===== config.mk =====
export PLATFORM = sky130hd
export DESIGN_NAME = rsWriteForward
export DESIGN_NICKNAME = d
export VERILOG_FILES = /design/src/fwdPkg.sv /design/src/resultBusDelay.sv /design/src/operandBypassMux.sv /design/src/operandStage.sv /design/src/rsWriteForward.sv
export SDC_FILE = /design/constraint.sdc
export NUM_CORES = 2
export LEC_CHECK = 0
export ABC_AREA = 1
export BUFFER_PORTS_ARGS = -buffer_cell sky130_fd_sc_hd__buf_2
export CAP_MARGIN = 20
export CORE_AREA = 3 3 332 334
export CTS_CLUSTER_SIZE = 8
export DETAILED_ROUTE_END_ITERATION = 10
export DIE_AREA = 0 0 335 337
export SYNTH_ARGS = -nofsm -noshare
export SYNTH_HDL_FRONTEND = slang
export SYNTH_SLANG_ARGS = --single-unit

===== constraint.sdc =====
create_clock -name clk -period 2.1 [get_ports clk]
set_input_delay 0.42 -clock clk [delete_from_list [all_inputs] [get_ports clk]]
set_output_delay 0.42 -clock clk [all_outputs]
set_load 0.01 [all_outputs]

===== src/fwdPkg.sv =====
// Forwarding stage package with operand widths, unit count, select codes and bus types
package fwdPkg;

  localparam int DataWidth = 64;
  localparam int HalfWidth = 32;  // kept bits for 32-bit operations
  localparam int NumUnits = 10;
  localparam int SelWidth = 4;
  localparam int UnitIdxWidth = $clog2(NumUnits);

  localparam int LastUnit = NumUnits - 1;  // codes past the last unit fold onto it

  localparam logic [SelWidth-1:0] SelNone = 4'd15;

  // lower half kept, upper half cleared on a narrow request
  localparam logic [DataWidth-1:0] NarrowMask = {
    {(DataWidth - HalfWidth){1'b0}},
    {HalfWidth{1'b1}}
  };

  typedef logic [DataWidth-1:0] dataWord_t;

  typedef logic [SelWidth-1:0] unitSel_t;

  typedef logic [UnitIdxWidth-1:0] unitIdx_t;

  // one word per functional unit, unit 0 in the low word
  typedef struct packed {
    dataWord_t [NumUnits-1:0] fu;
  } resultBus_t;

  // decoded source select
  typedef struct packed {
    logic     hit;  // select names a unit
    unitIdx_t idx;
  } selDecode_t;

  typedef struct packed {
    dataWord_t oldData;   // value already held in the station
    unitSel_t  earlySel;  // unit on the current result bus
    unitSel_t  lateSel;   // unit on the bus of the previous cycle
    logic      narrow;    // clear the upper half of the result
    logic      auxEn;     // auxData replaces the late path
    dataWord_t auxData;   // return address of an indirect jump
  } fwdReq_t;

endpackage


===== src/resultBusDelay.sv =====
// Result bus delay register that forms the late bus from the previous cycle's results
module resultBusDelay (
  input  logic               clk,
  input  logic               rst,
  input  fwdPkg::resultBus_t resultBus,
  output fwdPkg::resultBus_t lateBus
);

  // The register is never stalled. Each unit's result is offered on the late
  // bus for exactly one cycle after it appears on the result bus, which is why
  // the operand stage has to capture the operand at acceptance.

  fwdPkg::resultBus_t busReg;

  always_ff @(posedge clk) begin
    if (rst) begin
      busReg <= '0;
    end else begin
      busReg <= resultBus;  // loaded on every edge
    end
  end

  assign lateBus = busReg;

endmodule


===== src/operandBypassMux.sv =====
// Operand bypass mux choosing early, auxiliary, late or stored data with a narrow clear
module operandBypassMux (
  input  fwdPkg::fwdReq_t    req,
  input  fwdPkg::resultBus_t resultBus,
  input  fwdPkg::resultBus_t lateBus,
  output fwdPkg::dataWord_t  fwdData
);

  import fwdPkg::*;

  // Codes 0 to 9 name a unit directly. Codes 10 to 14 are decoded as unit 9,
  // matching the older select encoding, and SelNone names no unit at all.
  function automatic selDecode_t decodeSel(input unitSel_t sel);
    selDecode_t dec;
    dec.hit = (sel != SelNone);
    if (sel > unitSel_t'(LastUnit)) begin
      dec.idx = unitIdx_t'(LastUnit);
    end else begin
      dec.idx = unitIdx_t'(sel);
    end
    return dec;
  endfunction

  selDecode_t earlyDec;
  selDecode_t lateDec;

  dataWord_t earlyWord;
  dataWord_t lateWord;
  dataWord_t chosenWord;

  assign earlyDec = decodeSel(req.earlySel);
  assign lateDec  = decodeSel(req.lateSel);

  assign earlyWord = resultBus.fu[earlyDec.idx];  // result produced this cycle
  assign lateWord  = lateBus.fu[lateDec.idx];      // result from one cycle back

  // fixed priority replaces the old tristate resolution
  always_comb begin
    if (earlyDec.hit) begin
      chosenWord = earlyWord;
    end else if (req.auxEn) begin
      chosenWord = req.auxData;  // jalr return address wins over the late path
    end else if (lateDec.hit) begin
      chosenWord = lateWord;
    end else begin
      chosenWord = req.oldData;
    end
  end

  // the narrow clear applies after selection, on every path
  always_comb begin
    if (req.narrow) begin
      fwdData = chosenWord & NarrowMask;
    end else begin
      fwdData = chosenWord;
    end
  end

endmodule


===== src/operandStage.sv =====
// Operand output register with a valid/ready handshake on both sides
module operandStage (
  input  logic              clk,
  input  logic              rst,
  input  logic              inValid,
  input  logic              outReady,
  input  fwdPkg::dataWord_t fwdData,
  output logic              inReady,
  output logic              outValid,
  output fwdPkg::dataWord_t outData
);

  logic loadEn;   // request accepted on this edge
  logic leaveEn;  // held result taken downstream on this edge

  // free when empty, or when the held result leaves on this same edge
  assign inReady = ~outValid | outReady;

  assign loadEn  = inValid & inReady;
  assign leaveEn = outValid & outReady;

  always_ff @(posedge clk) begin
    if (rst) begin
      outValid <= 1'b0;
    end else if (loadEn) begin
      outValid <= 1'b1;  // covers the replace-on-leave case too
    end else if (leaveEn) begin
      outValid <= 1'b0;
    end
  end

  // The operand is frozen here at acceptance. The late bus keeps moving, so
  // back-pressure must not let the mux output reach this register again.
  always_ff @(posedge clk) begin
    if (rst) begin
      outData <= '0;
    end else if (loadEn) begin
      outData <= fwdData;
    end
  end

endmodule


===== src/rsWriteForward.sv =====
// Reservation station operand write-forwarding stage with early, late and auxiliary sources
module rsWriteForward (
  input  logic               clk,
  input  logic               rst,
  input  fwdPkg::resultBus_t resultBus,
  input  fwdPkg::fwdReq_t    req,
  input  logic               inValid,
  input  logic               outReady,
  output logic               inReady,
  output logic               outValid,
  output fwdPkg::dataWord_t  outData
);

  import fwdPkg::*;

  resultBus_t lateBus;  // result bus of the previous cycle
  dataWord_t  fwdData;  // forwarded operand, valid while req is held

  // late bus source, kept inside the block
  resultBusDelay i_resultBusDelay (
    .clk       (clk),
    .rst       (rst),
    .resultBus (resultBus),
    .lateBus   (lateBus)
  );

  // combinational selection in the cycle of acceptance
  operandBypassMux i_operandBypassMux (
    .req       (req),
    .resultBus (resultBus),
    .lateBus   (lateBus),
    .fwdData   (fwdData)
  );

  // one register of latency, at most one operand in flight
  operandStage i_operandStage (
    .clk      (clk),
    .rst      (rst),
    .inValid  (inValid),
    .outReady (outReady),
    .fwdData  (fwdData),
    .inReady  (inReady),
    .outValid (outValid),
    .outData  (outData)
  );

endmodule


==> results.yml <==
cells_and_area:
  drive_gt1_share_pct: 19.2
  layout_commonest_cell: "nand2_1"
  n_fill_cell: 10800
  layout.nets: 7597
  final_util_pct: 47.2
  multiInputGateArea_um2: 15400
  mostFrequentLayoutCells: "nand2_1, nor2_1, buf_2"
  seq_area_um2: 14100
  syn_to_final_growth_pct: 49.8
timing:
  fmax_ghz: 0.510
  maxSlewViolCount: 0
  rsz0062_at_grt: "no"
  worst_slew_margin_rel_pct: 57.9
  setup_viol: 0
  skew_ps: 24.2
  fin_crit_ps: 1960
  fin_setup_tns_ps: 0
  hold_viol: 0
  fin_crit_sh_pct: 93.4
  tightest_slew_ps: 631
setup_path:
  critical_path.max_fanout: 3
  cpPeakStageDelay_ps: 590
  timing.rr.start: "i_operandStage.outValid"
  crit_arrival_ps: 1540
  crit_path_end: "outData[49]"
  setup.worst_path.start_class: "flip-flop"
  reg2reg_slack_ps: 270
  crit_buf_inv: 1
  cp_top_family: "flip-flops"
  worstPathRequired_ps: 1680
  path_depth: 1
  crit_type: "flip-flop to output port"
  timing.rr.end: "i_operandStage.outData[48]"
  reg2regPathDepth: 8
  cp-end-kind: "output port"
  cp-startpoint: "i_operandStage.outData[49]"
  crit_chain: "buf_2"
  cp_slowest_cell: "dfxtp_1"
clock_network:
  clk_path_buf_depth: 3
  cts.htree.levels: 3
  path_clk_slew_ps: 50
  clk_latency_ps: 670
  cts_tree: "built"
  cts_setup_buffers: 0
  clock-sinks: 705
  cts_root_buf: "clkbuf_16"
  numCtsBuffers: 99
  cts.repair.resized: 0
synthesis:
  ys_warn_count: 0
  synthesis.nets: 6114
  synth_area_leader_cell: "dfxtp_1"
  yosysTopAreaCellShare_pct: 41.8
  synth_cells: 5332
  yosys_register_bits: 705
  netlist_area_um2: 33800
  syn_avg_cell_area_um2: 6.33
  seq_area_frac_synth_pct: 41.8
  synth.area.top_cells: "dfxtp_1, nand2_1, nor2_1, inv_1, a21oi_1"
  ys_types: 25
drt:
  wire_per_inst_um: 21.4
  vias: 42200
  drtAntennaViolNets: 0
  via_per_inst: 5.11
  drt_drc_violations_left: 2
  drtIter0Drc: 3983
  wirelength_mm: 177
  first_pass_iters: 9
floorplan:
  chipWidth_um: 335
  fp-row-count: 120
  die_area_um2: 113000
  core_um2: 107000
  ios: 848
  initial_core_util_pct: 31.5
  die_h_um: 337
global_route:
  grt_first_pass_wirelength_mm: 255
  grt_max_degree: 117
  grt.met2_usage_pct: 48.0
  antenna_found_initial: 32
  gr-usage-met3_pct: 6.08
  grt_busiest_layer: "met2"
  grt_overflow_total: 0
  grt_pass1_vias: 40800
  grt_use_total_pct: 29.9
  use_met1_pct: 36.6
pwr:
  p_leak_uw: 0.0257
  peakVddDrop_v: 0.000575
  power_density_nw_per_um2: 719
placed_design:
  place_congestion: 0.966
  hpwl_mm: 126
  numPortBuffers: 847
worst_hold_path:
  hp-start: "resultBus[494]"
  hold_class: "input port to flip-flop"
job:
  drv_cap: 0
run_status:
  outcome: "finished, violations left"
  violations: "design-rule violations"
==> synthesized netlist by cell type <==
library cell	n
buf_6	2
nor3_4	1
o21ai_1	109
nand3_4	2
a21oi_1	433
nand3_2	1
nand2_2	2
nand3_1	303
nand2_4	3
o21ai_0	358
buf_4	12
a31oi_1	31
nand4_1	107
inv_1	713
buf_2	125
buf_1	31
clkbuf_1	216
or2_0	2
or2_2	8
nand2_1	1221
or2_1	1
dfxtp_1	705
nor2_1	905
inv_2	8
o211ai_1	33
==> per-layer routing <==
metal  vias up  share of wire [%]
met5         -              0.065
met4        18                7.1
met3       688                8.9
met2      2508                 45
met1     19400                 39
li1      19600                  -
==> per-stage QoR <==
step | setup slack, ps | cell area (µm²) | total power [µW] | instances | hold WS [ps]
2_1_floorplan | 333 | 33800 | 17700 | 5332 | 490
3_3_place_gp | -220 | 41900 | 21000 | 7521 | 450
3_5_place_dp | -198 | 41900 | 21000 | 7521 | 455
4_1_cts | 157 | 50500 | 36400 | 8228 | 1.05
5_1_grt | 142 | 50600 | 37700 | 8240 | 14.1
6_report | 139 | 50600 | 36400 | 8250 | 40.7
==> area by class of cell <==
type / count / area share (%)
multi-input cells: 3520 / 30.4
flip-flops and latches: 705 / 27.9
repair buffers: 1768 / 27.5
inverters: 721 / 5.40
clock buffers: 105 / 5.04
well taps: 1403 / 3.47
clock inverters: 6 / 0.190
diodes: 22 / 0.109
==> power breakdown <==
part / switching [µW] / internal, µW
sequential: 245 / 14100
clock: 5990 / 8580
combinational: 4270 / 3150
total: 10500 / 25900
==> what timing repair did <==
action / CTS / global route
hold buffers: 596 / 0
hold endpoints to repair: 596 / 0
setup endpoints to repair: 0 / 0
==> tightest hold or removal path, cell delays in order <==
cell and delay (ps):
buf_2 120, inv_1 70, nor2_1 40
==> worst min-delay path by stage <==
stage                     slack [ps]  cells after the start                             to
after global routing              10                      3  i_resultBusDelay.lateBus[494]
after floorplan                  490                      2     i_operandStage.outData[32]
after CTS                          1                      3  i_resultBusDelay.lateBus[323]
after detailed placement         460                      2     i_operandStage.outData[62]
after global placement           450                      2     i_operandStage.outData[59]
final                             40                      3  i_resultBusDelay.lateBus[494]
==> kinds of logic after synthesis <==
family | synth area share [%]
simple gates | 30.6
buf+inv | 12.9
compound gates | 14.6
flops | 41.8
==> state kept, by name, indices dropped and copies added (netlist names) <==
| name | flops |
|---|---|
| i_resultBusDelay.lateBus | 640 |
| i_operandStage.outValid | 1 |
| i_operandStage.outData | 64 |
Power figures use the tool's default switching activity.
